$ cat src/chiplet_rx_pkg.sv
`default_nettype none

package chiplet_rx_pkg;

    localparam int FLIT_WIDTH       = 32;
    localparam int PKT_LENGTH_WIDTH = 6;
    localparam int NUM_VC           = 4;
    localparam int META_WIDTH       = 7;    // id + req

    localparam logic [31:0] CRC_POLY = 32'hEDB88320;   // reflected crc-32
    localparam logic [31:0] CRC_INIT = 32'hFFFFFFFF;

    typedef struct packed {
        logic [3:0]                  format;
        logic [1:0]                  vc;
        logic [2:0]                  req;
        logic [3:0]                  id;
        logic [12:0]                 reserved;
        logic [PKT_LENGTH_WIDTH-1:0] length;   // body flits
    } hdr_fields_t;

    typedef union packed {
        hdr_fields_t           fields;
        logic [FLIT_WIDTH-1:0] raw;
    } hdr_flit_u;

    // header plus body, crc flit not counted
    function automatic logic [PKT_LENGTH_WIDTH:0] expected_num_flits(hdr_flit_u hdr);
        return {1'b0, hdr.fields.length} + 1'b1;
    endfunction

    // folds one byte, lsb first
    function automatic logic [31:0] crc_fold_byte(logic [31:0] crc, logic [7:0] data);
        logic [31:0] c;
        c = crc ^ {24'd0, data};
        for (int i = 0; i < 8; i++) begin
            if (c[0]) begin
                c = (c >> 1) ^ CRC_POLY;
            end else begin
                c = c >> 1;
            end
        end
        return c;
    endfunction

endpackage

`default_nettype wire
$ cat src/flit_crc.sv
`timescale 1ns/1ns
`default_nettype none

module flit_crc
    import chiplet_rx_pkg::*;
(
    input  wire                   clk,
    input  wire                   n_rst,
    input  wire                   crc_clear,
    input  wire                   crc_update,
    input  wire  [FLIT_WIDTH-1:0] crc_data,
    output logic [31:0]           crc_val,
    output logic                  crc_done
);

    logic [FLIT_WIDTH-9:0] rest_q;   // bytes still to fold
    logic [1:0]            step_q;
    logic                  busy_q;

    // byte 0 folds on the update edge, bytes 1..3 on the next three
    always_ff @(posedge clk, negedge n_rst) begin
        if (!n_rst) begin
            crc_val  <= CRC_INIT;
            rest_q   <= '0;
            step_q   <= '0;
            busy_q   <= 1'b0;
            crc_done <= 1'b0;
        end else if (crc_clear) begin
            crc_val  <= CRC_INIT;
            step_q   <= '0;
            busy_q   <= 1'b0;
            crc_done <= 1'b0;
        end else if (crc_update && !busy_q) begin
            crc_val  <= crc_fold_byte(crc_val, crc_data[7:0]);
            rest_q   <= crc_data[FLIT_WIDTH-1:8];
            step_q   <= 2'd1;
            busy_q   <= 1'b1;
            crc_done <= 1'b0;
        end else if (busy_q) begin
            crc_val <= crc_fold_byte(crc_val, rest_q[7:0]);
            rest_q  <= rest_q >> 8;
            step_q  <= step_q + 2'd1;
            if (step_q == 2'd3) begin
                busy_q   <= 1'b0;
                crc_done <= 1'b1;   // held until next update
            end
        end
    end

endmodule

`default_nettype wire

$ cat config.mk
export PLATFORM = sky130hd
export DESIGN_NAME = flit_crc
export DESIGN_NICKNAME = d
export VERILOG_FILES = /design/src/chiplet_rx_pkg.sv /design/src/flit_crc.sv
export SDC_FILE = /design/constraint.sdc
export NUM_CORES = 1
export LEC_CHECK = 0
export ABC_AREA = 1
export BUFFER_PORTS_ARGS = -buffer_cell sky130_fd_sc_hd__buf_2
export CORE_ASPECT_RATIO = 0.6
export CORE_MARGIN = 8
export CORE_UTILIZATION = 35
export DETAILED_ROUTE_END_ITERATION = 8
export PLACE_DENSITY = 0.53
export SLEW_MARGIN = 40
export SYNTH_ARGS = -nofsm -noshare
export SYNTH_HDL_FRONTEND = slang
export SYNTH_SLANG_ARGS = --single-unit
export TNS_END_PERCENT = 30
$ cat constraint.sdc
create_clock -name clk -period 2.7 [get_ports clk]
set_clock_uncertainty 0.15 [all_clocks]
set_input_delay 0.135 -clock clk [delete_from_list [all_inputs] [get_ports clk]]
set_output_delay 0.135 -clock clk [all_outputs]
set_load 0.005 [all_outputs]
Word-level counts from Yosys, hierarchy flattened

Index checks and enable logic that the tools add are counted.

Output and inout port bits: 33
Input port bits: 36
Logic and storage cells: 100
Register bits: 60

Mux-type cells: 67
Bitwise operators: 19
Equality and inequality tests: 1
Reduce and logical (&&, ||, !) cells: 7
$add $sub $neg: 1

Operator list:

| cell                  | number |
|---|---|
| $mux W32              | 54 |
| $not A13 Y14          | 16 |
| $xor A32 B8 Y32       | 2 |
| $mux W24              | 2 |
| $mux W1               | 8 |
| $mux W2               | 3 |
| $reduce_bool A3 Y1    | 2 |
| $reduce_and A2 Y1     | 2 |
| $add A2 B1 Y2 const B | 1 |
| $eq A2 B2 Y1 const B  | 1 |
| $reduce_bool A2 Y1    | 1 |
| $logic_and A1 B1 Y1   | 1 |
| $logic_not A1 Y1      | 1 |
| $not A1 Y1            | 1 |

Logic depth before layout (Yosys ltp)

Gate-level depths: netlist of run 1.

Depth in word-level cells: 41
Mapped depth: 14
Mapped depth without buffers: 14

Worst setup path before layout of run 1

No wires, ideal clock.

Path kind: flip-flop to flip-flop
From: register crc_val[1]
To: register crc_val[23]
Period minus slack after synthesis: 1786 ps
Required time: 2474 ps
Arrival time: 1560 ps
Setup slack: 914 ps
Buffers on the path: 1
Setup time: 76 ps
Cell stages (with the launch flop): 12
Cell sequence: dfstp_2 -> buf_6 -> xor2_2 -> nand2_2 -> nand2_4 -> nand2_1 -> nand2_2 -> nand3_1 -> nand2_1 -> nor2_1 -> nor2_1 -> nor2_1

Cells in the longest elaborated chain, start to end: 37
Elaborated cells on any way between the ends: 64
Those cells by class: mux (54); bitwise (10)

Ends and longest elaborated chain:

| item                   | line                 | RTL |
|---|---|---|
| start, declared        | flit_crc.sv:12       | `output logic [31:0] crc_val,` |
| start signal, assigned | flit_crc.sv:34       | `crc_val <= crc_fold_byte(crc_val, crc_data[7:0]);` |
| start signal, assigned | flit_crc.sv:40       | `crc_val <= crc_fold_byte(crc_val, rest_q[7:0]);` |
| $xor A32 B8 Y32        | chiplet_rx_pkg.sv:35 | `c = crc ^ {24'd0, data};` |
| $mux W32               | chiplet_rx_pkg.sv:37 | `if (c[0]) begin` |
| $mux W32               | flit_crc.sv:39       | `end else if (busy_q) begin` |
| $mux W32               | flit_crc.sv:33       | `end else if (crc_update && !busy_q) begin` |
| $mux W32               | flit_crc.sv:28       | `end else if (crc_clear) begin` |
| $mux W32               | chiplet_rx_pkg.sv:37 |  |
| $mux W32               | flit_crc.sv:39       |  |
| $mux W32               | flit_crc.sv:33       |  |
| [... 21 more ...]      | -                    |  |
| $mux W32               | flit_crc.sv:39       |  |
| $mux W32               | flit_crc.sv:33       |  |
| $mux W32               | flit_crc.sv:28       |  |
| $not A13 Y14 (no line) | -                    |  |
| $mux W32               | chiplet_rx_pkg.sv:37 |  |
| $mux W32               | flit_crc.sv:39       |  |
| $mux W32 *             | flit_crc.sv:33       |  |
| $mux W32 *             | flit_crc.sv:28       |  |

Mark *: on every way between the ends. The rest lies on a longest branch, timed or not. The select of a mux whose other input is x is not followed.
A chain may end at the register's enable or synchronous reset.

Worst setup path after layout of run 1

From: register crc_val[0]
To: register crc_val[19]

Cells in the longest elaborated chain, start to end: 38
Elaborated cells on any way between the ends: 66
Those cells by class: mux (54); bitwise (12)

Ends and longest elaborated chain:

| item                   | line |
|---|---|
| $xor A32 B8 Y32        | chiplet_rx_pkg.sv:35 |
| $mux W32               | chiplet_rx_pkg.sv:37 |
| $mux W32               | flit_crc.sv:39 |
| $mux W32               | flit_crc.sv:33 |
| $mux W32               | flit_crc.sv:28 |
| $mux W32               | chiplet_rx_pkg.sv:37 |
| $mux W32               | flit_crc.sv:39 |
| $mux W32               | flit_crc.sv:33 |
| [... 22 more ...]      | - |
| $mux W32               | flit_crc.sv:39 |
| $mux W32               | flit_crc.sv:33 |
| $mux W32               | flit_crc.sv:28 |
| $not A13 Y14 (no line) | - |
| $mux W32               | chiplet_rx_pkg.sv:37 |
| $mux W32               | flit_crc.sv:39 |
| $mux W32 *             | flit_crc.sv:33 |
| $mux W32 *             | flit_crc.sv:28 |

Marks and branches as above.

==> key figures, run 1 <==
GRT
  – Total track usage: 19.7%
  – Gr ovfl total: 0
  – Vias in the first global route: 4983
  – First-pass GRT wire length: 28.1 mm
  – Largest net degree at the start of global routing: 50
  – Initial antenna violation count: 0

Floorplanning
  – Core area: between 10000 and 15000 um^2
  – Chip width: 171 um
  – Chip height: 109 um
  – Initial Utilization: 35.3%
  – Rows: 34
  – Ports: 69
  – Die ar.: 18600 um^2

Yosys
  – Post-Synthesis Cells: 775
  – Post-synthesis sequential area ratio: 30.5%
  – Mapped cell area: 5050 um^2
  – Synth cell types: 35
  – Primary FF master, synth: dfstp_2
  – Synthesized netlist net count: approximately 810
  – Post-synthesis average cell area: about 6.5 um^2
  – Yosys reg bits: 60
  – Post-synth EDFFs: 0
  – Synth Warn #: 0
  – Async SR Flop Fraction: 100%

Routing
  – Final ANT Viol Nets: 0
  – Routed vias: around 5300
  – Iteration-0 DRC Markers: 487
  – DRC viols: 0
  – Total wire length: 17.7 mm
  – WL/cell: 16.5 um
  – Via density: 4.90
  – TritonRoute pass-1 iters: 6

Critical path
  – Critical Path RT: 2.83 ns
  – CP Class: register to register
  – Crit path DAT: between 2 and 3 ns
  – Critical Path Source Type: register
  – CP max FO: 14
  – Setup crit end kind: register

Power
  – Leakage: about 3.2 nW
  – Clk network pwr share: 17.3%
  – Reg power frac: 22.0%
  – Switching pwr: around 0.0038 W
  – Logic pwr share: between 60% and 70%
  – Peak VDD IR: 0.497 mV
  – Sw Share: 50.5%
  – Internal Dissipation: 0.00367 W
  – Total power per unit cell area: 1190 nW/um^2

Timing
  – Max Slew Vio Count: 0
  – Worst slew margin: between 50% and 60%
  – Setup TNS: 0 ns
  – Unrepaired setup endpoints after global routing: false
  – FMAX: about 0.42 GHz
  – Fin crit share: 87.8%
  – Final Setup Violations: 0
  – Post-route minimum period: 2.37 ns
  – Worst-margin pin slew: between 0.6 and 0.7 ns
  – Hold Vio Cnt, Final: 0

Clock network
  – Number of CTS-inserted buffers: 9
  – Post-CTS resize count: 0
  – Bufs on Longest Clock Path: 2
  – CTS Sinks: 60
  – Number of H-tree levels: 3
  – CTS root buffer: clkbuf_16
  – Post-CTS setup buffers: 0
  – CTS tree: built
  – Worst-Skew Late Latency: approximately 0.34 ns
  – Hold_buf cts: 26
  – Clock slew at reported path FFs: 0.06 ns

Flow run
  – Max-Cap Viols: 0

Placed design
  – IO buf count: 68
  – DP Cell Count: 1035
  – Routability Congestion: 0.925
  – Post-DP HPWL: between 10 and 15 mm

Final layout
  – Area Overhead vs Synth: 23.5%
  – Most frequent cells in the layout: 253 x nand2_1, 84 x inv_1, 81 x nand3_1, 68 x buf_2, 63 x o21ai_0
  – # diodes: 0
  – Final nets: 911
  – Fillers: 1499
  – Non-filler cells, final: between 1000 and 1500
  – Commonest non-fill, non-tap cell in the layout: nand2_1
  – Share of layout cells above drive strength 1: between 20% and 30%

Hold path
  – Worst hold path class: input port to register

Status
  – Status: finished clean
## worst paths after layout
kind / startpoint / end / slack (ns) / cells after the start
setup reg to reg: crc_val[0] / crc_val[19] / 0.33 / 13
hold / removal: crc_update / step_q[0] / 0.11 / 5
hold reg to reg: rest_q[17] / rest_q[17] / 0.33 / 2
max in group asynchronous: n_rst / crc_val[17] / 1.51 / 3
min in group asynchronous: n_rst / rest_q[6] / 0.14 / 2
setup / recovery: crc_val[0] / crc_val[19] / 0.33 / 13
## worst max-delay path, cell delays in order (launching register included)
cell	delay, ns
dfstp_2	0.59
inv_2	0.06
nand2_1	0.07
nand2_2	0.26
nand2_1	0.19
nand3_1	0.16
nand2_1	0.24
nand2_1	0.10
nand2_1	0.10
nand2_1	0.06
nand3_1	0.07
nand3_1	0.11
nand2_1	0.10
inv_1	0.04
## cells by family after synthesis
group,after synthesis,share of synthesized area (%)
AOI/OAI and AO/OA,105,10.9
xor gates and xnor gates,64,12.0
adders and majority gates,1,0.248
buffers and inverters,117,9.42
DFF,60,30.5
and+or+nand+nor,428,36.9
## synthesized netlist by cell type, types with 5 or more instances
cell / n / area [um^2]
or2_2: 5 / 31.3
dfrtp_1: 28 / 701
dfstp_2: 32 / 841
nor2_1: 45 / 169
xnor2_1: 7 / 61.3
o22ai_1: 7 / 43.8
o21ai_0: 63 / 315
nand2_2: 26 / 163
a21oi_1: 30 / 150
clkbuf_1: 9 / 33.8
nand2_1: 254 / 953
xor2_1: 51 / 447
nand2_4: 5 / 56.3
nand3_1: 81 / 405
inv_2: 10 / 37.5
buf_2: 8 / 40.0
inv_1: 84 / 315
## power groups by stage
stage          Clock [W]  Sequential [W]  Combinational, W
5_1_grt          0.00135         0.00169           0.00502
2_1_floorplan          0         0.00155           0.00318
3_5_place_dp           0         0.00164           0.00437
4_1_cts          0.00130         0.00164           0.00443
6_report         0.00129         0.00163           0.00451
3_3_place_gp           0         0.00165           0.00439
## registers in the layout, indices dropped and copies added (netlist names)
name	flops
step_q	2
crc_done	1
rest_q	24
crc_val	32
busy_q	1
## metal layers
metal  vias to the layer above  GRT usage, %  wire length, um  share of wire [%]
met2                       216          27.4             6800                 38
met4                         0          3.89              134               0.76
met5                         -             0                0                  0
li1                       2644             -                -                  -
met1                      2405          30.3             9180                 52
met3                        16          4.23             1620                9.1
## metrics by stage
stage                     hold WS [ns]  util (%)  worst slack (ns)  area, um^2  total power, W
after floorplan                 -0.311         -             0.914        5050         0.00473
after global placement         -0.0487      39.5             0.361        5650         0.00604
after detailed placement       -0.0555      39.5             0.393        5650         0.00601
after CTS                        0.109      43.6             0.383        6230         0.00736
after global routing             0.167      43.6             0.141        6230         0.00806
final                            0.114      43.6             0.329        6230         0.00743
## cell type report
cell class              count  area [um^2]  area share (%)
well taps                 198          248            3.98
flip-flops and latches     60         1540            24.7
multi-input cells         598         3040            48.8
inverters                  95          357            5.72
clock buffers              10          239            3.83
clock inverters             6         86.3            1.39
repair buffers            110          721            11.6
(Power assumes the default switching activity.)
==> run 2: changes to the inputs <==
--- a/config.mk
+++ b/config.mk
@@ -11,6 +11,7 @@
 export CORE_MARGIN = 8
 export CORE_UTILIZATION = 35
 export DETAILED_ROUTE_END_ITERATION = 8
+export MAX_ROUTING_LAYER = met4
 export PLACE_DENSITY = 0.53
 export SLEW_MARGIN = 40
 export SYNTH_ARGS = -nofsm -noshare
==> key figures, run 2 (synthesized netlist as in run 1, its figures left out) <==
Timing
  – Post-route minimum period: 2.33 ns (was 2.37 ns)
  – Final Setup Violations: 0 (unchanged)
  – Hold Vio Cnt, Final: 0 (unchanged)
  – Fin crit share: 86.4% (was 87.8%)
  – Worst setup margin: 0.368 ns (was 0.329 ns)
  – FMAX: 0.429 GHz (was 0.422 GHz)
  – Worst slew margin: 55.7% (was 59.3%)
  – Setup TNS: 0 ns (unchanged)
  – Unrepaired setup endpoints after global routing: false (unchanged)
  – Max Slew Vio Count: 0 (unchanged)
  – Worst-margin pin slew: 0.660 ns (was 0.606 ns)

Power
  – Peak VDD IR: 0.493 mV (was 0.497 mV)
  – Total chip power: 0.00732 W (was 0.00743 W)
  – Leakage: 3.14 nW (was 3.16 nW)
  – Total power per unit cell area: 1180 nW/um^2 (was 1190 nW/um^2)

GRT
  – Total track usage: 20.6% (was 19.7%)
  – Initial antenna violation count: 0 (unchanged)
  – Vias in the first global route: 4916 (was 4983)
  – Gr ovfl total: 0 (unchanged)
  – First-pass GRT wire length: 28.4 mm (was 28.1 mm)
  – Largest net degree at the start of global routing: 61 (was 50)

Placed design
  – Post-DP HPWL: 12.7 mm (was 13.0 mm)
  – Pre-CTS setup slack: 0.402 ns (was 0.393 ns)
  – DP Cell Count: 1030 (was 1035)
  – Routability Congestion: 1.02 (was 0.925)
  – IO buf count: 68 (unchanged)

Clock network
  – Bufs on Longest Clock Path: 2 (unchanged)
  – Number of CTS-inserted buffers: 9 (unchanged)
  – CTS tree: built (unchanged)
  – Post-CTS setup buffers: 0 (unchanged)
  – CTS Sinks: 60 (unchanged)
  – CTS root buffer: clkbuf_16 (unchanged)
  – Clock slew at reported path FFs: 0.06 ns (about the same)
  – Worst-Skew Late Latency: 0.34 ns (about the same)
  – Number of H-tree levels: 3 (unchanged)

Floorplanning
  – Initial Utilization: 35.3% (unchanged)
  – Chip height: 109 um (unchanged)
  – Die ar.: 18600 um^2 (unchanged)
  – Ports: 69 (unchanged)
  – Chip width: 171 um (unchanged)
  – Rows: 34 (unchanged)
  – Core area: 14300 um^2 (unchanged)

Hold path
  – Worst hold path class: input port to register (unchanged)
  – Worst hold endpoint: step_q[0] (unchanged)
  – Hold Path Cell Cnt: 5 (unchanged)
  – Min-delay src: crc_update (unchanged)

Critical path
  – Most frequent CP cell: nand2_1 (unchanged)
  – CP Class: register to register (unchanged)
  – Critical Path Source Type: register (unchanged)
  – Slowest-stage cell, CP: dfstp_2 (unchanged)
  – R2R depth: 12 (was 13)
  – Crit path DAT: 2.47 ns (was 2.50 ns)
  – Reg2reg end: crc_val[25] (was crc_val[19])
  – Critical Path RT: 2.84 ns (was 2.83 ns)
  – Slowest cell delay on critical path: 0.59 ns (about the same)
  – CP max FO: 14 (unchanged)
  – Setup crit end kind: register (unchanged)
  – R2r startpoint: crc_val[0] (unchanged)
  – Crit path cell chain: inv_2 -> nand2_1 -> nand2_2 -> nand2_1 -> nand3_1 -> nand2_1 -> inv_1 -> nand2_1 -> nand3_1 -> nand3_1 -> nand2_1 -> inv_1 (was inv_2 -> nand2_1 -> nand2_2 -> nand2_1 -> nand3_1 -> nand2_1 -> nand2_1 -> nand2_1 -> nand2_1 -> nand3_1 -> nand3_1 -> nand2_1 -> inv_1)
  – R2R Setup Slk: 0.37 ns (was 0.33 ns)

Final layout
  – Final core area utilization: 43.4% (was 43.6%)
  – Most frequent cells in the layout: 253 x nand2_1, 84 x inv_1, 81 x nand3_1, 68 x buf_2, 63 x o21ai_0 (unchanged)
  – # diodes: 0 (unchanged)
  – Largest registers: crc_val: 32 flops, rest_q: 24 flops, step_q: 2 flops (unchanged)
  – Final nets: 906 (was 911)
  – Max FFs per register: 32 (unchanged)
  – Non-filler cells, final: 1072 (was 1077)
  – Commonest non-fill, non-tap cell in the layout: nand2_1 (unchanged)
  – Biggest register: crc_val (unchanged)
  – Share of layout cells above drive strength 1: 20.9% (was 21.5%)
  – Area Overhead vs Synth: 22.8% (was 23.5%)

Routing
  – Via density: 4.89 (was 4.90)
  – Routed vias: 5247 (was 5281)
  – Final ANT Viol Nets: 0 (unchanged)
  – TritonRoute pass-1 iters: 5 (was 6)
  – WL/cell: 16.5 um (about the same)
  – Total wire length: 17.7 mm (about the same)
  – DRC viols: 0 (unchanged)
  – Iteration-0 DRC Markers: 518 (was 487)

Status
  – Status: finished clean (unchanged)

Flow run
  – Max-Cap Viols: 0 (unchanged)
run 2: cell count changes in the layout (fill, tap and decap cells not counted), sizes merged:
cell and change:
inv -1, clkinvlp -1, clkbuf +2, clkinv +1, bufinv -1, buf -5
run 2: area by class of cell:
type,instances,area (um^2)
multi-input combinational,598,3040
clock inverter,4,48.8
clock buffer,12,256
inverter,95,357
tap,198,248
timing repair buffer,105,708
fill,1555,8090
sequential,60,1540
run 2: routing by layer:
metal / GRT usage, % / part of all wire, %
met1: 32.0 / 54
met5: - / 0
met3: 3.62 / 7.3
met4: 4.39 / 0.93
met2: 26.4 / 38
run 2: critical path, delay by kind of cell (launching register included):
family                 cells  cell delay (ns)
and+or+nand+nor            9             1.31
buffers and inverters      3             0.21
DFF                        1             0.59
run 2: worst max-delay path by stage:
| stage | startpoint | to | slack (ns) | cells after the start |
|---|---|---|---|---|
| 2_1_floorplan | crc_val[1] | crc_val[23] | 0.91 | 11 |
| 3_3_place_gp | crc_val[0] | crc_val[25] | 0.42 | 12 |
| 3_5_place_dp | crc_val[0] | crc_val[25] | 0.40 | 12 |
| 4_1_cts | crc_val[0] | crc_val[25] | 0.39 | 12 |
| 5_1_grt | crc_val[0] | crc_val[25] | 0.18 | 12 |
| 6_report | crc_val[0] | crc_val[25] | 0.37 | 12 |
run 2: timing repair:
item	in CTS	in global routing
hold endpoints to repair	86	0
resized for setup	0	0
hold buffers	26	0
run 2: report_power, final:
group	total, W	switching (W)	internal [W]
Combinational	0.00448	0.00295	0.00153
Clock	0.00121	0.000444	0.000764
Sequential	0.00163	0.000338	0.00130
Total	0.00732	0.00373	0.00359
run 2: per-stage QoR:
stage | hold slack [ns] | area (um^2)
final | 0.0965 | 6200
after global routing | 0.141 | 6200
after CTS | 0.0946 | 6200
after detailed placement | 0.0215 | 5630
after global placement | 0.0227 | 5630
after floorplan | -0.311 | 5050
