===== src/chiplet_rx_pkg.sv =====
`default_nettype none

package chiplet_rx_pkg;

    localparam int FLIT_WIDTH       = 32;
    localparam int PKT_LENGTH_WIDTH = 6;
    localparam int NUM_VC           = 4;
    localparam int META_WIDTH       = 7;    // id + req

    localparam logic [31:0] CRC_POLY = 32'hEDB88320;   // reflected crc-32
    localparam logic [31:0] CRC_INIT = 32'hFFFFFFFF;

    typedef struct packed {
        logic [3:0]                  format;
        logic [1:0]                  vc;
        logic [2:0]                  req;
        logic [3:0]                  id;
        logic [12:0]                 reserved;
        logic [PKT_LENGTH_WIDTH-1:0] length;   // body flits
    } hdr_fields_t;

    typedef union packed {
        hdr_fields_t           fields;
        logic [FLIT_WIDTH-1:0] raw;
    } hdr_flit_u;

    // header plus body, crc flit not counted
    function automatic logic [PKT_LENGTH_WIDTH:0] expected_num_flits(hdr_flit_u hdr);
        return {1'b0, hdr.fields.length} + 1'b1;
    endfunction

    // folds one byte, lsb first
    function automatic logic [31:0] crc_fold_byte(logic [31:0] crc, logic [7:0] data);
        logic [31:0] c;
        c = crc ^ {24'd0, data};
        for (int i = 0; i < 8; i++) begin
            if (c[0]) begin
                c = (c >> 1) ^ CRC_POLY;
            end else begin
                c = c >> 1;
            end
        end
        return c;
    endfunction

endpackage

`default_nettype wire

===== src/flit_ingress.sv =====
`timescale 1ns/1ns
`default_nettype none

module flit_ingress
    import chiplet_rx_pkg::*;
(
    input  wire                   clk,
    input  wire                   n_rst,
    input  wire                   flit_valid,
    input  wire  [FLIT_WIDTH-1:0] flit_data,
    output logic                  flit_ready,
    output logic                  data_ready,
    output logic [FLIT_WIDTH-1:0] flit,
    input  wire                   packet_sent,
    input  wire  [1:0]            hdr_vc,
    output logic [NUM_VC-1:0]     credit_return
);

    logic                  full;
    logic [FLIT_WIDTH-1:0] hold_q;

    assign flit_ready = !full;
    assign data_ready = full;
    assign flit       = hold_q;

    always_ff @(posedge clk, negedge n_rst) begin
        if (!n_rst) begin
            full          <= 1'b0;
            credit_return <= '0;
        end else begin
            if (flit_valid && !full) begin
                full <= 1'b1;
            end else if (packet_sent) begin
                full <= 1'b0;   // controller consumed it
            end
            credit_return <= '0;
            if (packet_sent) begin
                credit_return[hdr_vc] <= 1'b1;   // one credit per flit
            end
        end
    end

    always_ff @(posedge clk) begin
        if (flit_valid && !full) begin
            hold_q <= flit_data;
        end
    end

endmodule

`default_nettype wire


===== config.mk =====
export PLATFORM = sky130hd
export DESIGN_NAME = flit_ingress
export DESIGN_NICKNAME = d
export VERILOG_FILES = /design/src/chiplet_rx_pkg.sv /design/src/flit_ingress.sv
export SDC_FILE = /design/constraint.sdc
export NUM_CORES = 1
export LEC_CHECK = 0
export ABC_AREA = 0
export BUFFER_PORTS_ARGS = -buffer_cell sky130_fd_sc_hd__buf_2
export CAP_MARGIN = 30
export CORE_UTILIZATION = 32
export DETAILED_ROUTE_END_ITERATION = 10
export HOLD_SLACK_MARGIN = 0.12
export PLACE_DENSITY = 0.68
export RECOVER_POWER = 25
export SLEW_MARGIN = 20
export SYNTH_ARGS = -nofsm -noshare
export SYNTH_HDL_FRONTEND = slang
export SYNTH_SLANG_ARGS = --single-unit

===== constraint.sdc =====
create_clock -name clk -period 2.3 [get_ports clk]
set_clock_uncertainty 0.15 [all_clocks]
set_input_delay 0.46 -clock clk [delete_from_list [all_inputs] [get_ports clk]]
set_output_delay 0.46 -clock clk [all_outputs]
set_load 0.02 [all_outputs]

==> Word level (Yosys, flattened, before mapping) <==
Cells that the tools add are included.
{ "word_totals": {"elab_cells": 14, "mem_bits_ro": 0, "memories": 0, "ramBits": 0, "regBits": 37, "out_inout_bits": 38, "latch_bits": 0} }
{ "op_classes": {"n_eq_ne": 0, "mul": 0, "reduce_logical": 4, "bitwise": 0, "magnitude_cmp": 2, "addsub": 0, "muxes": 5, "n_div": 0, "shifts": 0} }
{ "op_table": {"columns": ["operator", "n"], "rows": [
  ["$mux W4", 1],
  ["$lt A2 B3 Y1 const B", 1],
  ["$mux W1", 3],
  ["$demux W1 S2", 1],
  ["$ge A2 B1 Y1 const B", 1],
  ["$logic_and A1 B1 Y1", 2],
  ["$reduce_bool A2 Y1", 1],
  ["$logic_not A1 Y1", 1]
]} }

==> Logic depth before layout (Yosys ltp) <==
Gate-level depths: netlist of the first run.
{ "depth": {"depth_word": 5, "mapped_depth": 2, "depth_no_buf": 2} }

==> Worst setup path before layout of the first run <==
Ideal clock, no wire load.
{ "synth_timing": {"path_kind": "register -> register", "startpoint": "register full, in the netlist data_ready", "endpoint": "register hold_q[0], in the netlist flit[0], enable pin", "t_arrival_ps": 1368, "setup_slack_ps": 386, "synth_period_minus_slack_ps": 1914, "stages_incl_launch_ff": 2, "path_buffers": 0, "setup_time_ps": 396, "required_ps": 1754, "path_cell_list": "dfrtp_1 nor2b_2"} }
{ "synth_via": {"elab_chain_len": 2} }
{ "synth_lines": {"columns": ["element", "line", "source"], "rows": [
  ["start, declared", "flit_ingress.sv:19", "logic full;"],
  ["start signal, assigned", "flit_ingress.sv:28", "full <= 1'b0;"],
  ["start signal, assigned", "flit_ingress.sv:32", "full <= 1'b1;"],
  ["start signal, assigned", "flit_ingress.sv:34", "full <= 1'b0;"],
  ["$logic_not A1 Y1", "flit_ingress.sv:44", "if (flit_valid && !full) begin"],
  ["$logic_and A1 B1 Y1", "flit_ingress.sv:44", null],
  ["end signal, assigned", "flit_ingress.sv:45", "hold_q <= flit_data;"],
  ["end, declared", "flit_ingress.sv:20", "logic [FLIT_WIDTH-1:0] hold_q;"]
]} }
No other way between the ends.
A chain may end at the register's enable or synchronous reset.

==> Worst setup path after layout of the first run <==
{ "layout_timing": {"startpoint": "register full, in the netlist data_ready", "endpoint": "output port flit_ready"} }
{ "layout_via": {"elab_chain_len": 1} }
{ "layout_lines": {"columns": ["element", "line", "source"], "rows": [
  ["$logic_not A1 Y1", "flit_ingress.sv:22", "assign flit_ready = !full;"],
  ["end, declared", "flit_ingress.sv:11", "output logic flit_ready,"]
]} }
No other way between the ends.

==> impl_summary.md, run 1 <==
Critical path
The largest driver fanout on the critical path is 3. The worst setup path is launched from a flip-flop. The critical path class is reg2out.

The worst setup path is captured at a primary output. The critical path arrival is 1000 ps. The required time at the endpoint of the critical path is 1690 ps.

STA
Setup violations remaining at the end of the flow were counted as 0. The accumulated negative setup slack is 0 ps. Based on the critical path, the design can be clocked at up to 620 MHz. The hold violation total from the final report is 0. The worst path uses 70.2% of the clock period.

The final max-slew violation count is 0. The post-layout worst setup margin is 686 ps. The transition time at the pin with the least slew margin is 225 ps. On the final layout, the worst hold slack is 151 ps.

The worst pin sits at a relative slew slack of 85.0%. The final critical-path required period is 1610 ps. Setup repair after global routing left no endpoint under its margin.

Synth
The yosys synthesis warning count is 0. The register bit total from synthesis is 37. Sorting the synthesized cells by area gives the leading types as sky130_fd_sc_hd__edfxtp_1 84%, sky130_fd_sc_hd__dfrtp_1 11%, sky130_fd_sc_hd__nor3b_2 1.1%. Sequential elements use 95.2% of the synthesized area.

Summing every instance area after synthesis gives 0.00114 mm^2. The total nets after synthesis is 83. Of all cell types, the one taking the most synthesized area is sky130_fd_sc_hd__edfxtp_1. By count the netlist is led by 32 x sky130_fd_sc_hd__edfxtp_1, 5 x sky130_fd_sc_hd__dfrtp_1. The average instance area after synthesis is 25.4 um^2. The most used flip-flop cell after synthesis is sky130_fd_sc_hd__edfxtp_1. Counting flops with an async set or reset pin after synthesis yields a share of 13.5%.

The post-synthesis cell type count is 10. In the post-synthesis netlist, the cell with the most instances is sky130_fd_sc_hd__edfxtp_1. Of the post-synthesis cell area, the dominant cell type holds 84.2%.

Counting flops with a built-in enable in the synthesized netlist gives 32. In the synthesized netlist, the number of instances is 45.

Power and ir drop
The maximum vdd drop is 0.351 mV. The leakage power is 0.778 nW. Total power for the finished layout comes to 1.29 mW.

The power density over cell area is 747 mW/mm^2.

Final layout
Compared with the post-synthesis result, the final layout area differs by 51.5%. The final net count is 176. The share of the core filled with cells in the final layout is 51.4%. 0 antenna diodes ended up in the layout. The final non-filler cell total is 185. The area of all placed cells without fillers is 0.00173 mm^2. Of the cells placed in the final design, the portion with a size suffix greater than 1 is 60.4%.

Die
The die covers 0.00381 mm^2. The area of the core is 0.00336 mm^2. The effective utilization at floorplan is 33.9%.

The die is 61.7 um wide. The number of placed I/O pins is 76. The number of placement rows is 21.

The y dimension of the die is 61.7 um.

Detailed routing
The final layout contains routed wiring with a total length of 2110 um. The met3 routed wirelength is 250 um. The number of search-and-repair iterations in the first detailed-routing pass is 3. After detailed routing, the number of vias per cell comes to 4.08.

The highest metal layer carrying signal wires in the routed design is met4. The DRC violations left is 0. Wire segments on met2 add up to 1150 um in the final route. In this run the remaining antenna-violating nets after routing total 0.

The number of DRC violations after detailed-routing iteration 0 is 16. The routed wire length per instance is 11.4 um. The routed metal-1 wirelength is 703 um. The total number of vias is 754.

Placed design
The instance area at placement is 0.00159 mm^2. The weighted congestion at the end of routability-driven global placement is 0.658. Input and output buffers added on the ports amount to 75. The placed cell count is 168. The placement-stage worst setup slack is 883 ps.

Global routing
Across every metal layer, demand over resource in global routing totals 11.6%. The first global-routing pass estimated 2930 um of wire. The number of antenna violations at the first check in global routing is 0. The remaining global-route overflow is 0. The number of global-route vias before repair is 696. Entering global routing, the biggest net connects 19 pins.

Clocking
TritonCTS built the clock tree. The tree built by TritonCTS fans out to 37 sinks. The clock passes through at most 2 buffers. In this run the clock root is driven by a sky130_fd_sc_hd__clkbuf_4. The clock tree synthesis step divided the H-tree into 2 levels. At the later pin of the worst-skew pair, clock insertion delay measures 330 ps. After clock tree synthesis, the setup repair step added 0 buffers. The TritonCTS buffer count is 5. Post-CTS repair changed the size of 0 cells. Clock-pin slew was measured on the worst setup and hold paths at 100 ps.

Flow run
The number of max-cap violations is 0.

Outcome
The run finished with clean final reports.

Min path
The class of the most critical hold timing path is in2reg.
==> power breakdown <==
part           switching, mW  leakage, nW  internal, mW
registers             0.0120        0.368         0.786
logic                  0.112        0.378        0.0713
clock network          0.195       0.0320         0.116
total                  0.319        0.778         0.973
==> layer usage <==
metal / track usage (%) / vias up
li1: - / 358
met4: 5.71 / 0
met5: 0 / -
met3: 7.66 / 2
met2: 19.4 / 45
met1: 10.8 / 349
==> what timing repair did <==
item	in CTS	in global routing
hold endpoints to repair	5	8
hold buffers	1	8
setup endpoints to repair	0	0
==> layout by cell type, fill, tap and decap left out, drive strengths merged <==
| cell type | instances |
|---|---|
| buf | 76 |
| nor3b | 1 |
| edfxtp | 32 |
| clkbuf | 7 |
| nand2 | 1 |
| dlygate4sd3 | 9 |
| inv | 1 |
| and3 | 1 |
| and3b | 1 |
| nor2b | 1 |
| clkinv | 2 |
| o21bai | 1 |
| dfrtp | 5 |
| nor2 | 1 |
==> path summary, 6_finish.rpt <==
path	slack (ps)	cells past startpoint	startpoint	endpoint
max	690	2	data_ready	flit_ready
min	150	1	flit_data[24]	flit[24]
max reg2reg	1020	2	data_ready	flit[16]
min reg2reg	460	2	data_ready	data_ready
max in group asynchronous	1570	2	n_rst	credit_return[2]
min in group asynchronous	300	2	n_rst	credit_return[3]
==> cells by family (layout without fill, tap and decap cells) <==
| family | count (synthesis) | count (layout) | synth area share (%) |
|---|---|---|---|
| AO/OA/AOI/OAI | 1 | 1 | 0.658 |
| AND/OR/NAND/NOR | 6 | 6 | 3.84 |
| buffers and inverters | 1 | 95 | 0.329 |
| flip-flops | 37 | 37 | 95.2 |
==> worst max-delay path, cell delays in order (launching register included) <==
cell,delay (ps)
sky130_fd_sc_hd__dfrtp_1,440
sky130_fd_sc_hd__inv_1,80
sky130_fd_sc_hd__buf_2,160
==> flip-flops by register name, indices dropped and copies added, names as in the netlist <==
| name | flops |
|---|---|
| data_ready | 1 |
| flit | 32 |
| credit_return | 4 |
==> cell type report <==
type | instances | area, um^2
inverter | 1 | 3.75
tap | 46 | 57.6
timing repair buffer | 86 | 479
sequential | 37 | 1090
clock buffer | 6 | 41.3
multi-input combinational | 7 | 51.3
clock inverter | 2 | 10.0
fill | 321 | 1630
(Power assumes the default switching activity.)
==> run 2: changes to the inputs <==
Settings changed: ABC_AREA 0 to 1.
Clock period 2.3 ns to 1.55 ns, I/O delays scaled along.
==> impl_summary.md, run 2 <==
Synth
The number of flops mapped to enable cells by yosys is 32 (unchanged). Dominant cells by area after synthesis: sky130_fd_sc_hd__edfxtp_1 84%, sky130_fd_sc_hd__dfrtp_1 11%, sky130_fd_sc_hd__inv_1 1.6% (was sky130_fd_sc_hd__edfxtp_1 84%, sky130_fd_sc_hd__dfrtp_1 11%, sky130_fd_sc_hd__nor3b_2 1.1%). The yosys synthesis warning count was 0 (unchanged). The average instance area after synthesis is 22.3 um^2 (was 25.4 um^2).

The total nets after synthesis is 89 (was 83). Post-synth top cells: 32 x sky130_fd_sc_hd__edfxtp_1, 5 x sky130_fd_sc_hd__dfrtp_1, 5 x sky130_fd_sc_hd__inv_1, 5 x sky130_fd_sc_hd__nand2_1, 4 x sky130_fd_sc_hd__nor2_1 (was 32 x sky130_fd_sc_hd__edfxtp_1, 5 x sky130_fd_sc_hd__dfrtp_1). The register bit total from synthesis is 37 (unchanged). The share of the yosys chip area belonging to registers is 95.4% (was 95.2%). The post-synthesis async set-or-reset flop share was 13.5% (unchanged). The share of Yosys cell area claimed by the top area cell type is 84.4% (was 84.2%). The library cell with the highest instance count after synthesis is sky130_fd_sc_hd__edfxtp_1 (unchanged). The post-synthesis cell type count was 5 (was 10). The most used flip-flop cell after synthesis is sky130_fd_sc_hd__edfxtp_1 (unchanged). The netlist area before placement is 0.00114 mm^2 (about the same).

The biggest area consumer among synthesized cells is sky130_fd_sc_hd__edfxtp_1 (unchanged). The instance count of the mapped netlist is 51 (was 45).

Power and ir drop
The cell-internal power is 1.59 mW (was 0.973 mW). The power density over cell area is 1020 mW/mm^2 (was 747 mW/mm^2). The power dissipated by switching net loads is 0.509 mW (was 0.319 mW). The switching part of the total power is 24.3% (was 24.7%).

The share of power burned in registers is 56.6% (was 61.7%). The clock network fraction of total power came to 27.0% (was 24.1%). The portion of total power attributed to combinational logic is 16.3% (was 14.2%).

The maximum vdd drop came to 0.624 mV (was 0.351 mV). The leakage power is 0.924 nW (was 0.778 nW).

Global routing
The maximum number of pins on one net before global-route repair is 33 (was 19). The global-route wire length before repair is 3710 um (was 2930 um). The number of global-route vias before repair is 874 (was 696).

The number of antenna violations at the first check in global routing came to 0 (unchanged). The remaining global-route overflow is 0 (unchanged). The total global-route track usage is 14.6% (was 11.6%).

Critical path
The cell type group with the largest total delay on the critical path is buffers and inverters (was flip-flops). The maximum cell stage delay along the critical path is 550 ps (was 440 ps). The type of element capturing the critical path was a flip-flop (was primary output). The flop-to-flop setup slack is 250 ps (was 1020 ps). The terminus of the critical flop-to-flop path is flit[19] (was flit[16]). The critical path class is in2reg (was reg2out).

The buffer and inverter count on the worst path is 3 (was 2). Counting stages on the worst path, the most repeated cell is sky130_fd_sc_hd__dlygate4sd3_1. The cell with the largest stage delay on the worst path is sky130_fd_sc_hd__dlygate4sd3_1 (was sky130_fd_sc_hd__dfrtp_1). The startpoint of the most critical register-to-register path is data_ready (unchanged).

The largest driver fanout on the critical path is 2 (was 3). The worst reg-to-reg path cell count is 4 (was 2). The critical path arrival is 1630 ps (was 1000 ps). The required time at the endpoint of the critical path is 1620 ps (was 1690 ps). Cells traversed along the worst timing path: dlygate4sd3_1 > buf_2 > nand2_2 > nor2_1 > dlygate4sd3_1 (was inv_1 > buf_2). The launching element type of the critical path was an input pin (was flip-flop).

Placed design
The instance area at placement came to 0.00161 mm^2 (was 0.00159 mm^2). The weighted congestion at the end of routability-driven global placement came to 0.658 (about the same). The placed wire-length estimate is 1620 um. The placed cell count is 173 (was 168).

The count of port buffers added during placement came to 75 (unchanged).

Clocking
The TritonCTS buffer count is 5 (unchanged). The clock insertion delay at the later pin of the skew report is 340 ps (was 330 ps). The CTS tree is done (unchanged). The clock edge transition at the registers on the reported setup and hold paths is 110 ps (was 100 ps). The H-tree depth is 2 (unchanged).

The root buffer cell is sky130_fd_sc_hd__clkbuf_4 (unchanged). The deepest clock path buffer count is 2 (unchanged). The post-CTS setup buffer count is 0 (unchanged).

The number of clock sinks is 37 (unchanged).

Detailed routing
The number of DRC violations after detailed-routing iteration 0 is 28 (was 16). The total number of vias was 871 (was 754). The DRC violations left is 0 (unchanged). The post-detailed-route count of antenna-violating nets was 0 (unchanged). The per-cell via count in the routed design came to 4.00 (was 4.08). The routed wire length per instance is 12.4 um (was 11.4 um). The number of search-and-repair iterations in the first detailed-routing pass was 2 (was 3). The post-detailed-routing wire length is 2700 um (was 2110 um).

Outcome
Outcome: complete, but fails checks (was finished, final reports clean). The final reports fail on setup timing.

Final layout
The total of fill cells in the finished design is 280 (was 321). The number of antenna repair diodes was 0 (unchanged). The final net count is 209 (was 176). The fraction of final layout cells with drive strength greater than 1 is 50.0% (was 60.4%).

Most frequent cells in the layout: 72 x sky130_fd_sc_hd__buf_2, 37 x sky130_fd_sc_hd__dlygate4sd3_1, 32 x sky130_fd_sc_hd__edfxtp_1 (was 74 x sky130_fd_sc_hd__buf_2, 32 x sky130_fd_sc_hd__edfxtp_1, 9 x sky130_fd_sc_hd__dlygate4sd3_1). The share of the core filled with cells in the final layout is 61.1% (was 51.4%). The final non-filler cell total came to 218 (was 185).

The flip-flop count of the largest register after layout is 32 (unchanged). The leading cell type in the layout, fill and taps excluded was sky130_fd_sc_hd__buf_2 (unchanged). The area growth from synthesis to layout is 80.4% (was 51.5%). The area of all placed cells without fillers is 0.00205 mm^2 (was 0.00173 mm^2).

STA
The peak clock frequency supported by timing is 644 MHz. The tightest slew margin relative to the limit is 79.7% (was 85.0%). The hold violation total from the final report is 0 (unchanged).

The post-layout worst setup margin is -2.85 ps (was 686 ps). The accumulated negative setup slack is -2.85 ps (was 0 ps). The hold slack came to 215 ps (was 151 ps). The post-route clock period utilization is 100%. The setup-violating endpoint count in the final report is 1 (was 0). The transition time at the pin with the least slew margin is 305 ps (was 225 ps). Counting I/O delays and the setup requirement, the final critical path takes 1550 ps.

The final max-slew violation count was 0 (unchanged).

Min path
The class of the most critical hold timing path is in2async (was in2reg).

Die
The effective utilization at floorplan came to 33.9% (about the same). The number of placement rows is 21 (unchanged). The total die area is 0.00380 mm^2 (was 0.00381 mm^2). The number of placed I/O pins was 76 (unchanged). The y dimension of the die is 61.7 um (about the same). The area of the core is 0.00336 mm^2 (unchanged).

The die extent in x is 61.7 um (about the same).

Flow run
The number of max-cap violations is 0 (unchanged).
-- run 2: layer usage --
| layer | vias to the layer above | share of wire [%] | GRT usage, % |
|---|---|---|---|
| li1 | 423 | - | - |
| met1 | 393 | 36 | 15.5 |
| met2 | 50 | 56 | 26.0 |
| met3 | 5 | 6.9 | 4.41 |
| met4 | 0 | 1.3 | 7.62 |
| met5 | - | 0 | 0 |
-- run 2: how the worst max path moves through the flow --
stage	from	cells past startpoint	endpoint
detailed placement	data_ready	4	flit[7]
global placement	data_ready	4	flit[23]
floorplan	data_ready	3	flit[0]
finish	hdr_vc[0]	5	credit_return[1]
CTS	packet_sent	5	credit_return[1]
global route	hdr_vc[0]	5	credit_return[1]
-- run 2: layout make-up --
cell class	count	area (um^2)	share of cell area, %
flip-flops and latches	37	1090	52.9
repair buffers	113	771	37.5
clock buffers	7	65.1	3.17
well taps	46	57.6	2.80
multi-input cells	9	43.8	2.13
inverters	5	25.0	1.22
clock inverters	1	5.00	0.244
-- run 2: repair_timing --
item	CTS	global route
hold buffers	38	0
endpoints found under the setup margin	0	1
endpoints found under the hold margin	42	0
gates resized for setup	0	2
-- run 2: cell families (layout without fill, tap and decap cells) --
| family | after synthesis | count (layout) | synth area share, % |
|---|---|---|---|
| flip-flops | 37 | 37 | 95.4 |
| AND/OR/NAND/NOR | 9 | 9 | 2.97 |
| buffers and inverters | 5 | 126 | 1.65 |
-- run 2: power groups by stage --
stage | Combinational, mW | Sequential, mW | Clock, mW
6_report | 0.342 | 1.19 | 0.566
3_3_place_gp | 0.262 | 1.20 | 0
2_1_floorplan | 0.0458 | 1.30 | 0
5_1_grt | 0.368 | 1.19 | 0.628
3_5_place_dp | 0.269 | 1.21 | 0
4_1_cts | 0.342 | 1.19 | 0.590
-- run 2: through the flow --
step / worst slack, ps / power, mW
finish: -2.85 / 2.09
global route: -9.32 / 2.19
CTS: 8.86 / 2.12
detailed placement: 281 / 1.48
global placement: 313 / 1.47
floorplan: 10.2 / 1.34
