==> src/chiplet_rx_pkg.sv <==
`default_nettype none

package chiplet_rx_pkg;

    localparam int FLIT_WIDTH       = 32;
    localparam int PKT_LENGTH_WIDTH = 6;
    localparam int NUM_VC           = 4;
    localparam int META_WIDTH       = 7;    // id + req

    localparam logic [31:0] CRC_POLY = 32'hEDB88320;   // reflected crc-32
    localparam logic [31:0] CRC_INIT = 32'hFFFFFFFF;

    typedef struct packed {
        logic [3:0]                  format;
        logic [1:0]                  vc;
        logic [2:0]                  req;
        logic [3:0]                  id;
        logic [12:0]                 reserved;
        logic [PKT_LENGTH_WIDTH-1:0] length;   // body flits
    } hdr_fields_t;

    typedef union packed {
        hdr_fields_t           fields;
        logic [FLIT_WIDTH-1:0] raw;
    } hdr_flit_u;

    // header plus body, crc flit not counted
    function automatic logic [PKT_LENGTH_WIDTH:0] expected_num_flits(hdr_flit_u hdr);
        return {1'b0, hdr.fields.length} + 1'b1;
    endfunction

    // folds one byte, lsb first
    function automatic logic [31:0] crc_fold_byte(logic [31:0] crc, logic [7:0] data);
        logic [31:0] c;
        c = crc ^ {24'd0, data};
        for (int i = 0; i < 8; i++) begin
            if (c[0]) begin
                c = (c >> 1) ^ CRC_POLY;
            end else begin
                c = c >> 1;
            end
        end
        return c;
    endfunction

endpackage

`default_nettype wire
==> src/rx_fsm.sv <==
`timescale 1ns/1ns
`default_nettype none

module rx_fsm
    import chiplet_rx_pkg::*;
#(
    parameter int BUF_ADDR_WIDTH = 9
) (
    input  wire                       clk,
    input  wire                       n_rst,
    input  wire                       data_ready,
    input  wire  [FLIT_WIDTH-1:0]     flit,
    output logic                      packet_sent,
    output logic [1:0]                hdr_vc,
    output logic                      crc_clear,
    output logic                      crc_update,
    output logic [FLIT_WIDTH-1:0]     crc_data,
    input  wire  [31:0]               crc_val,
    input  wire                       crc_done,
    output logic                      buf_wen,
    output logic [BUF_ADDR_WIDTH-1:0] buf_addr,
    output logic [FLIT_WIDTH-1:0]     buf_wdata,
    input  wire                       buf_stall,
    output logic                      desc_push,
    output logic [META_WIDTH-1:0]     desc_meta,
    output logic [BUF_ADDR_WIDTH-1:0] desc_start,
    output logic [PKT_LENGTH_WIDTH:0] desc_words,
    input  wire                       overflow,
    output logic                      crc_error
);

    typedef enum logic [2:0] {
        IDLE, HEADER, CRC_WAIT, CRC_CHECK, BODY, REQ_EN
    } state_e;

    state_e                    state, next_state;
    hdr_flit_u                 flit_u, hdr_q;
    logic [PKT_LENGTH_WIDTH:0] num_flits;
    logic [PKT_LENGTH_WIDTH:0] flit_cnt, next_flit_cnt;
    logic [BUF_ADDR_WIDTH-1:0] next_addr;
    logic [BUF_ADDR_WIDTH-1:0] start_q, next_start;
    logic                      crc_pending, next_crc_pending;
    logic                      crc_match;

    assign flit_u.raw = flit;
    assign num_flits  = expected_num_flits(hdr_q);
    assign crc_match  = (crc_val == flit_u.raw);
    assign crc_data   = flit_u.raw;
    assign buf_wdata  = flit_u.raw;
    assign hdr_vc     = hdr_q.fields.vc;
    assign desc_meta  = {hdr_q.fields.id, hdr_q.fields.req};
    assign desc_start = start_q;
    assign desc_words = num_flits + 1'b1;   // plus crc flit

    always_ff @(posedge clk, negedge n_rst) begin
        if (!n_rst) begin
            state       <= IDLE;
            buf_addr    <= '0;
            start_q     <= '0;
            flit_cnt    <= '0;
            crc_pending <= 1'b0;
        end else begin
            state       <= next_state;
            buf_addr    <= next_addr;
            start_q     <= next_start;
            flit_cnt    <= next_flit_cnt;
            crc_pending <= next_crc_pending;
        end
    end

    always_ff @(posedge clk) begin
        if (state == HEADER) begin
            hdr_q <= flit_u;
        end
    end

    always_comb begin
        next_state       = state;
        next_addr        = buf_addr;
        next_start       = start_q;
        next_flit_cnt    = flit_cnt;
        next_crc_pending = crc_pending;
        packet_sent      = 1'b0;
        crc_clear        = 1'b0;
        crc_update       = 1'b0;
        buf_wen          = 1'b0;
        desc_push        = 1'b0;
        crc_error        = 1'b0;

        case (state)
            IDLE: begin
                crc_clear = 1'b1;
                if (data_ready) begin
                    next_state = HEADER;
                end
            end
            HEADER: begin
                next_flit_cnt = '0;
                next_state    = CRC_WAIT;
            end
            CRC_WAIT: begin
                if (!crc_pending) begin
                    crc_update       = 1'b1;   // start the fold
                    next_crc_pending = 1'b1;
                end else if (crc_done) begin
                    buf_wen = 1'b1;
                    if (!buf_stall) begin
                        packet_sent      = 1'b1;
                        next_addr        = buf_addr + 1'b1;
                        next_flit_cnt    = flit_cnt + 1'b1;
                        next_crc_pending = 1'b0;
                        next_state       = BODY;
                    end
                end
            end
            BODY: begin
                if (data_ready) begin
                    if (flit_cnt == num_flits) begin
                        next_state = CRC_CHECK;   // this one is the crc flit
                    end else begin
                        next_state = CRC_WAIT;
                    end
                end
            end
            CRC_CHECK: begin
                if (!crc_match) begin
                    packet_sent = 1'b1;
                    crc_error   = 1'b1;
                    next_addr   = start_q;   // drop the packet
                    next_state  = IDLE;
                end else begin
                    buf_wen = 1'b1;
                    if (!buf_stall) begin
                        packet_sent = 1'b1;
                        next_addr   = buf_addr + 1'b1;
                        next_state  = REQ_EN;
                    end
                end
            end
            REQ_EN: begin
                if (!overflow) begin
                    desc_push  = 1'b1;
                    next_start = buf_addr;
                    next_state = IDLE;
                end
            end
            default: begin
                next_state = IDLE;
            end
        endcase
    end

endmodule

`default_nettype wire

==> config.mk <==
export PLATFORM = sky130hd
export DESIGN_NAME = rx_fsm
export DESIGN_NICKNAME = d
export VERILOG_FILES = /design/src/chiplet_rx_pkg.sv /design/src/rx_fsm.sv
export SDC_FILE = /design/constraint.sdc
export NUM_CORES = 1
export LEC_CHECK = 0
export BUFFER_PORTS_ARGS = -buffer_cell sky130_fd_sc_hd__buf_4
export CAP_MARGIN = 20
export CORE_ASPECT_RATIO = 1.4
export CORE_MARGIN = 10
export CORE_UTILIZATION = 46
export CTS_CLUSTER_SIZE = 14
export DETAILED_ROUTE_END_ITERATION = 10
export PLACE_DENSITY = 0.82
export SYNTH_ARGS = -nofsm -noshare
export SYNTH_HDL_FRONTEND = slang
export SYNTH_SLANG_ARGS = --single-unit
==> constraint.sdc <==
create_clock -name clk -period 2.6 [get_ports clk]
set_input_delay 0.39 -clock clk [delete_from_list [all_inputs] [get_ports clk]]
set_output_delay 0.39 -clock clk [all_outputs]
set_load 0.05 [all_outputs]
; ---- Word level (Yosys, flattened, before mapping)
; Cells that the tools add are included.
[word_totals]
wordCells = 70
mem_count = 0
latch_bits = 0
mem_bits_ro = 0
out_inout_bits = 104
ram_bits = 0
ff_bits = 57
in_bits = 70
[classes]
n_shift = 0
n_addsub = 4
n_mul = 0
n_reduce_logical = 7
n_mux = 38
n_lt_le_gt_ge = 0
n_bitwise = 1
n_eq_ne = 14
div = 0
[op_table]
columns = operator, count
row1 = $mux W9, 4
row2 = $eq A32 B32 Y1, 1
row3 = $mux W3, 8
row4 = $mux W7, 3
row5 = $mux W1, 18
row6 = $pmux W3 S6, 1
row7 = $pmux W9 S2, 1
row8 = $add A7 B1 Y7 const B, 2
row9 = $pmux W7 S2, 1
row10 = $ne A2 B2 Y1 const B, 6
row11 = $add A9 B1 Y9 const B, 1
row12 = $add A6 B1 Y7 const B, 1
row13 = $eq A7 B7 Y1, 1
row14 = $reduce_and A7 Y1, 1
row15 = $eq A3 B2 Y1 const B, 2
row16 = $eq A3 B3 Y1 const B, 2
row17 = $pmux W1 S2, 2
row18 = $reduce_and A4 Y1, 1
row19 = $reduce_bool A2 Y1, 2
row20 = $eq A3 B1 Y1 const B, 1
row21 = $logic_not A3 Y1, 1
row22 = $ne A3 B3 Y1 const B, 1
row23 = $reduce_and A3 Y1, 1
row24 = $reduce_and A2 Y1, 1
row25 = $not A1 Y1, 1

; ---- Depth between registers and ports, before layout
; Gate-level depths: netlist (run 1).
[logic_depth]
word_depth = 5
ltp_mapped = 8
ltp_nobuf = 7

; ---- Least setup slack after synthesis (run 1)
; OpenSTA, ideal clock, no wires.
[synth_path]
path_type = reg2out
start = register hdr_q[0] (netlist name)
end = output port desc_words[5]
t_required_ps = 2210
path_buffers = 1
setup_slack_ps = 35
arrival_time_ps = 2175
path_stages_with_launch = 7
cell_sequence = edfxtp_1 > clkbuf_1 > inv_1 > ha_1 > o31a_1 > nor2_1 > xor2_1
[synth_between]
elab_chain_cells = 2
[synth_lines]
columns = element, line
row1 = "start, declared", rx_fsm.sv:37  ; hdr_flit_u flit_u, hdr_q;
row2 = "start signal, assigned", rx_fsm.sv:73  ; hdr_q <= flit_u;
row3 = $add A6 B1 Y7, chiplet_rx_pkg.sv:29  ; return {1'b0, hdr.fields.length} + 1'b1;
row4 = $add A7 B1 Y7, rx_fsm.sv:53  ; assign desc_words = num_flits + 1'b1;
row5 = "end, declared", rx_fsm.sv:27  ; output logic [PKT_LENGTH_WIDTH:0] desc_words,
; No other way between the ends.

; ---- Final worst setup path (run 1)
; Ends and elaborated chain as after synthesis.

==> results.md, run 1 <==
* Outcome: finished, final reports clean
* Async SR Flop Fraction at 65.91%
* FF-to-FF setup slack at 670 ps
* Global-route wire length before repair at 14,800 um
* Commonest cells after routing, fill and taps aside: 185 x buf_4, 41 x xor2_1, 29 x dfrtp_1
* CORE AREA at 0.006892 mm2
* Startpoint Class: flip-flop
* Mapped Area at 0.003232 mm2
* Top cells by area, synth: dfrtp_1 22%, buf_4 17%, edfxtp_1 14%
* Port bufs at 173
* Lkg Pwr at 0.002041 uW
* Synth top area share at 22.45%
* Post-route ant nets at 0
* Total negative slack at 0 ps
* Post-CTS Hold Fix Bufs at 0
* Total Wirelength at 9400 um
* Post-synthesis compound-gate area fraction at 10.38%
* Latest clock arrival within the worst-skew pair at 300 ps
* Detailed-route vias per instance at 5.024
* Max cap viols at 0
* Design area at 0.004223 mm2
* Slew Limit Fails at 0
* Post-DP HPWL at 7769 um
* Setup violators final at 0
* GP Congestion at 0.8531
* Starting density of the core at 46.90%
* Pwr/cell area at 967.4 mW/mm2
* Dpl cell area at 0.004095 mm2
* First-iteration detailed-routing DRC count at 141
* Vias in the first global route at 2,922
* # rows at 36
* WL/cell at 17.44 um
* Diode count at 0
* H-tree depth at 2
* Sequential share of the synthesized area at 36.39%
* Slowest stage delay, CP at 470 ps
* P&R area growth vs syn at 30.66%
* Share of cells above drive strength 1 at 48.20%
* Post-Synth Adder-Cell Area at 1.936%
* Largest net degree at the start of global routing at 30
* Grt ovf at 0
* Highest fanout seen on the critical path at 5
* Antenna violations before repair at 0
* Worst-path clk slew at 90 ps
* Power Total at 4085 uW
* Chip width at 90.84 um
* # fillers at 591
* Critical path data arrival time at 2090 ps
* Ports at 174
* Die height at 119.2 um
* Final #Nets at 518
* Vias post-DR at 2,708
* R2r worst-path depth at 8
* FF-to-FF Start: hdr_q[0]$_DFFE_PP_
* Delay-heaviest family, CP: flip-flops
* Synthesized area per cell at 9.619 um2
* DR pass1 iterations at 4
* Worst r2r dst: state[0]$_DFFE_PN0P_
* Clk buf depth at 2
* Worst setup path class: reg -> out
* Mux cell area share after synthesis at 4.413%
* Inserted Clock Buffers at 5
* Slew of the pin with the lowest slew margin at 599.6 ps
* Critical Path, Cell by Cell: ha_1, xnor2_1, o31a_1, nor2_1, xor2_1, buf_4
* Worst Hold Margin at 8.207 ps
* Synth Area in XOR/XNOR at 13.28%
* Final-report hold violation count at 0
* Clk sinks at 44
* Root buffer cell: clkbuf_8
* Synth Instances at 336
* Number of synthesized register bits at 44
* Worst hold-check path type: in -> async
* Final period utilization at 95.25%
* GRT Overall Usage at 16.40%
* CTS tree: built
* Synth Area in Simple Gates at 13.12%
* Worst vdd ir at 0.0005325 V
* Leading area contributor after synthesis: dfrtp_1
* Die area at 0.01083 mm2
* Min Tclk post-route at 2476 ps
* Worst path required time at 2210 ps
* CP max stage cell: edfxtp_1
* Skew final at 5.826 ps
* Largest family of logic cells by synthesized area: buffers and inverters
* Fmax at 0.4038 GHz
* Post-synth EDFFs at 15
* Unique cell type count in the Yosys netlist at 46
* Most common cell after layout, fill and taps aside: buf_4
* Mapped Nets at 411
* RSZ-0062 raised after global routing: no
* Yosys warnings at 0
* Residual DRC count at 0
* WP buf/inv at 1
* Synth Flop Type: dfrtp_1
* Crit. End Element: primary output
* Slew margin rel. at 59.66%
worst reg2reg max path, stage by stage, from the launching register on:
cell and delay [ps]:
edfxtp_1 470, buf_4 180, buf_4 120, nand2_1 160, nor3b_1 80, or3_1 310, a31o_2 210, a31oi_1 180
o22ai_1 110
state kept, by name, indices dropped and copies added (netlist names):
| name | count |
|---|---|
| desc_start | 9 |
| flit_cnt | 7 |
| state | 3 |
| buf_addr | 9 |
| hdr_q | 15 |
| crc_pending | 1 |
metrics by stage:
stage          setup WS [ps]  cells  utilization [%]
2_1_floorplan          35.41    336                -
3_3_place_gp           83.89    528            59.42
3_5_place_dp           82.09    528            59.42
4_1_cts                43.39    536            60.77
5_1_grt                1.818    539            61.27
6_report               123.6    539            61.27
logic make-up (layout without fill, tap and decap cells):
family | after synthesis | in the layout
buffers and inverters | 95 | 203
AND/OR/NAND/NOR | 81 | 81
AO/OA/AOI/OAI | 49 | 49
XOR/XNOR | 49 | 49
flip-flops | 44 | 44
multiplexers | 13 | 13
adder cells (fa/ha/maj) | 5 | 5
Yosys cell counts (3+ instances only):
cell,instances
o21ai_0,12
dfrtp_1,29
o22ai_1,3
mux2i_1,3
ha_1,5
nor3_1,7
a2bb2oi_1,3
nor2_1,18
nand4_1,7
a21oi_1,11
edfxtp_1,15
nand2_1,15
nand3_1,9
buf_2,3
xor2_1,41
nand2b_1,3
nor4_1,10
clkbuf_1,6
a31oi_1,3
xnor2_1,8
buf_4,74
o21a_1,3
o31a_1,3
mux2_2,10
inv_1,10
layer usage:
metal | global-route usage [%] | part of all wire, %
met2 | 31.01 | 54
met3 | 6.223 | 8.2
met5 | 0 | 0
met4 | 3.733 | 1.0
met1 | 16.52 | 36
layout make-up:
type	instances	area [um2]	share of cell area, %
clock inverters	2	10.01	0.2370
inverters	10	37.54	0.8889
flip-flops and latches	44	1176	27.85
well taps	95	118.9	2.815
multi-input cells	197	1409	33.36
clock buffers	6	82.58	1.956
repair buffers	185	1389	32.89
power breakdown:
part	switching, uW	internal (uW)
combinational	1590	822
clock	237	212
sequential	274	948
total	2100	1980
worst max path at each step:
| stage | startpoint | end | slack [ps] | cells past startpoint |
|---|---|---|---|---|
| 2_1_floorplan | hdr_q[0]$_DFFE_PP_ | desc_words[5] | 40 | 6 |
| 3_3_place_gp | flit[12] | packet_sent | 80 | 9 |
| 3_5_place_dp | flit[12] | packet_sent | 80 | 9 |
| 4_1_cts | hdr_q[0]$_DFFE_PP_ | desc_words[5] | 40 | 6 |
| 5_1_grt | hdr_q[0]$_DFFE_PP_ | desc_words[5] | 2 | 6 |
| 6_report | hdr_q[0]$_DFFE_PP_ | desc_words[5] | 120 | 6 |
repair_timing:
action,in CTS,in global routing
setup endpoints to repair,0,3
setup buffers,0,3
resized for setup,0,2
Power figures use the tool's default switching activity.
==> run 2: changes to the inputs <==
--- a/config.mk
+++ b/config.mk
@@ -13,6 +13,7 @@
 export CTS_CLUSTER_SIZE = 14
 export DETAILED_ROUTE_END_ITERATION = 10
 export PLACE_DENSITY = 0.82
+export SETUP_SLACK_MARGIN = 0.5
 export SYNTH_ARGS = -nofsm -noshare
 export SYNTH_HDL_FRONTEND = slang
 export SYNTH_SLANG_ARGS = --single-unit
==> results.md, run 2 (synthesized netlist as in run 1, its figures left out) <==
* Post-route ant nets at 0 (unchanged)
* Highest fanout seen on the critical path at 5 (unchanged)
* Latest clock arrival within the worst-skew pair at 300 ps (about the same)
* WL/cell at 17.95 um (+2.9%)
* Outcome: finished, final reports clean
* Vias post-DR at 2,832 (+4.6%)
* Placed cells at 526 (-0.38%)
* Vias in the first global route at 2,974 (+1.8%)
* DR pass1 iterations at 5 (+1)
* Slew Limit Fails at 0 (unchanged)
* RSZ-0062 raised after global routing: yes
* Busiest grt layer: met2
* Ports at 174 (unchanged)
* Worst vdd ir at 0.0006104 V (+15%)
* Max cap viols at 0 (unchanged)
* Skew final at 4.114 ps (-1.711 ps)
* Pwr/cell area at 971.2 mW/mm2 (+0.39%)
* Residual DRC count at 0 (unchanged)
* Global-route wire length before repair at 14,960 um (+1.1%)
* Worst-path clk slew at 90 ps (about the same)
* CP max stage cell: edfxtp_1
* # fillers at 569 (-3.7%)
* Detailed-route vias per instance at 5.196 (+3.4%)
* Fin cells at 545 (+1.1%)
* Met2 Use GR at 31.19% (+0.18 points)
* Die area at 0.01083 mm2 (unchanged)
* Antenna violations before repair at 0 (unchanged)
* Crit. End Element: primary output
* GRT Overall Usage at 16.72% (+0.32 points)
* Grt ovf at 0 (unchanged)
* Clk sinks at 44 (unchanged)
* Setup violators final at 0 (unchanged)
* Worst path required time at 2210 ps (about the same)
* Dpl cell area at 0.004156 mm2 (+1.5%)
* Met1 usage at 16.27% (-0.25 points)
* Fin util at 65.16% (+3.9 points)
* Post-DP HPWL at 7932 um (+2.1%)
* Final #Nets at 524 (+1.2%)
* Most common cell after layout, fill and taps aside: buf_4
* Clk buf depth at 2 (unchanged)
* Slowest stage delay, CP at 460 ps (about the same)
* Slew of the pin with the lowest slew margin at 597.8 ps (-1.806 ps)
* Port bufs at 173 (unchanged)
* Final period utilization at 90.89% (-4.4 points)
* Critical path data arrival time at 1970 ps (-120 ps)
* Critical Path, Cell by Cell: ha_2, nand2_4, xor2_2, o31a_1, xnor2_4, buf_8
* # rows at 36 (unchanged)
* Fmax at 0.4232 GHz (+4.8%)
* Largest net degree at the start of global routing at 30 (unchanged)
* Largest reg by FF count: hdr_q
* Share of cells above drive strength 1 at 53.33% (+5.1 points)
* Slew margin rel. at 59.78% (+0.12 points)
* WP buf/inv at 1 (unchanged)
* Design area at 0.004491 mm2 (+6.3%)
* Max reg flops at 15 (unchanged)
* Root buffer cell: clkbuf_8
* Total Wirelength at 9782 um (+4.1%)
* Starting density of the core at 46.90% (unchanged)
* First-iteration detailed-routing DRC count at 98 (-30%)
* Inserted Clock Buffers at 5 (unchanged)
* Post-CTS Hold Fix Bufs at 0 (unchanged)
* Pre-CTS setup slack at 68.89 ps (-13.20 ps)
* Final-report hold violation count at 0 (unchanged)
* P&R area growth vs syn at 38.95%
* Lkg Pwr at 0.002122 uW (+3.9%)
* GP Congestion at 0.8516 (-0.18%)
* Grt met3 use at 6.788% (+0.57 points)
* Min Tclk post-route at 2363 ps (-113.2 ps)
* Commonest cells after routing, fill and taps aside: 181 x buf_4, 39 x xor2_1, 27 x dfrtp_1
* Delay-heaviest family, CP: flip-flops
* Worst hold-check path type: in -> async
* Worst setup path class: reg -> out
* Die height at 119.2 um (unchanged)
* Total negative slack at 0 ps (unchanged)
* Final WS setup at 236.8 ps (+113.2 ps)
* Chip width at 90.84 um (unchanged)
* Startpoint Class: flip-flop
* H-tree depth at 2 (unchanged)
* CTS tree: built
* Diode count at 0 (unchanged)
* CORE AREA at 0.006892 mm2 (unchanged)
[run 2: cell types whose count changed in the layout (fill, tap and decap cells not counted), moves of 3 or more]
cell and delta:
buf_8 +4, xnor2_1 -3, buf_4 -4, nor2_1 -3, buf_6 +6, ha_1 -3
[run 2: repair_timing]
item,4_1_cts,5_1_grt
gates resized for setup,20,12
buffers inserted,6,5
endpoints found under the setup margin,9,9
pin swaps,9,7
[run 2: worst paths after layout]
check,slack [ps],end,from,cells after the start
max,240,desc_words[4],hdr_q[1]$_DFFE_PP_,6
min,1,desc_start[5]$_DFFE_PN0P_,n_rst,1
max reg2reg,730,buf_addr[5]$_DFFE_PN0P_,state[2]$_DFFE_PN0P_,6
min reg2reg,530,buf_addr[2]$_DFFE_PN0P_,desc_start[2]$_DFFE_PN0P_,1
max in group asynchronous,2300,state[1]$_DFFE_PN0P_,n_rst,1
min in group clk,280,hdr_q[3]$_DFFE_PP_,flit[3],1
[run 2: layer usage]
| layer | part of all wire [%] | wire [um] |
|---|---|---|
| met5 | 0 | 0 |
| met1 | 36 | 3499 |
| met3 | 9.0 | 879 |
| met2 | 53 | 5195 |
| met4 | 2.1 | 207 |
[run 2: area by class of cell]
class                   instances  area, um2  share of cell area [%]
multi-input cells             197       1563                   34.80
repair buffers                191       1486                   33.10
inverters                      10      37.54                  0.8359
clock buffers                   6      93.84                   2.090
flip-flops and latches         44       1179                   26.25
clock inverters                 2      12.51                  0.2786
well taps                      95      118.9                   2.647
[run 2: worst reg2reg max path: cells and delay by family, from the launching register on]
kind	cells	cell delay [ps]
AOI/OAI and AO/OA	3	500
buffers and inverters	1	230
DFF	1	550
and+or+nand+nor	2	500
[run 2: power breakdown]
| group | switching, uW | total, uW | internal [uW] |
|---|---|---|---|
| clock network | 253 | 499 | 246 |
| logic | 1700 | 2650 | 949 |
| registers | 266 | 1220 | 951 |
| total | 2220 | 4360 | 2150 |
[run 2: stage by stage]
stage               total power [uW]  hold slack [ps]
floorplan                       3042            94.41
global placement                3668            329.9
detailed placement              3721            342.7
CTS                             4302            17.46
global route                    4587            23.95
finish                          4361            1.145
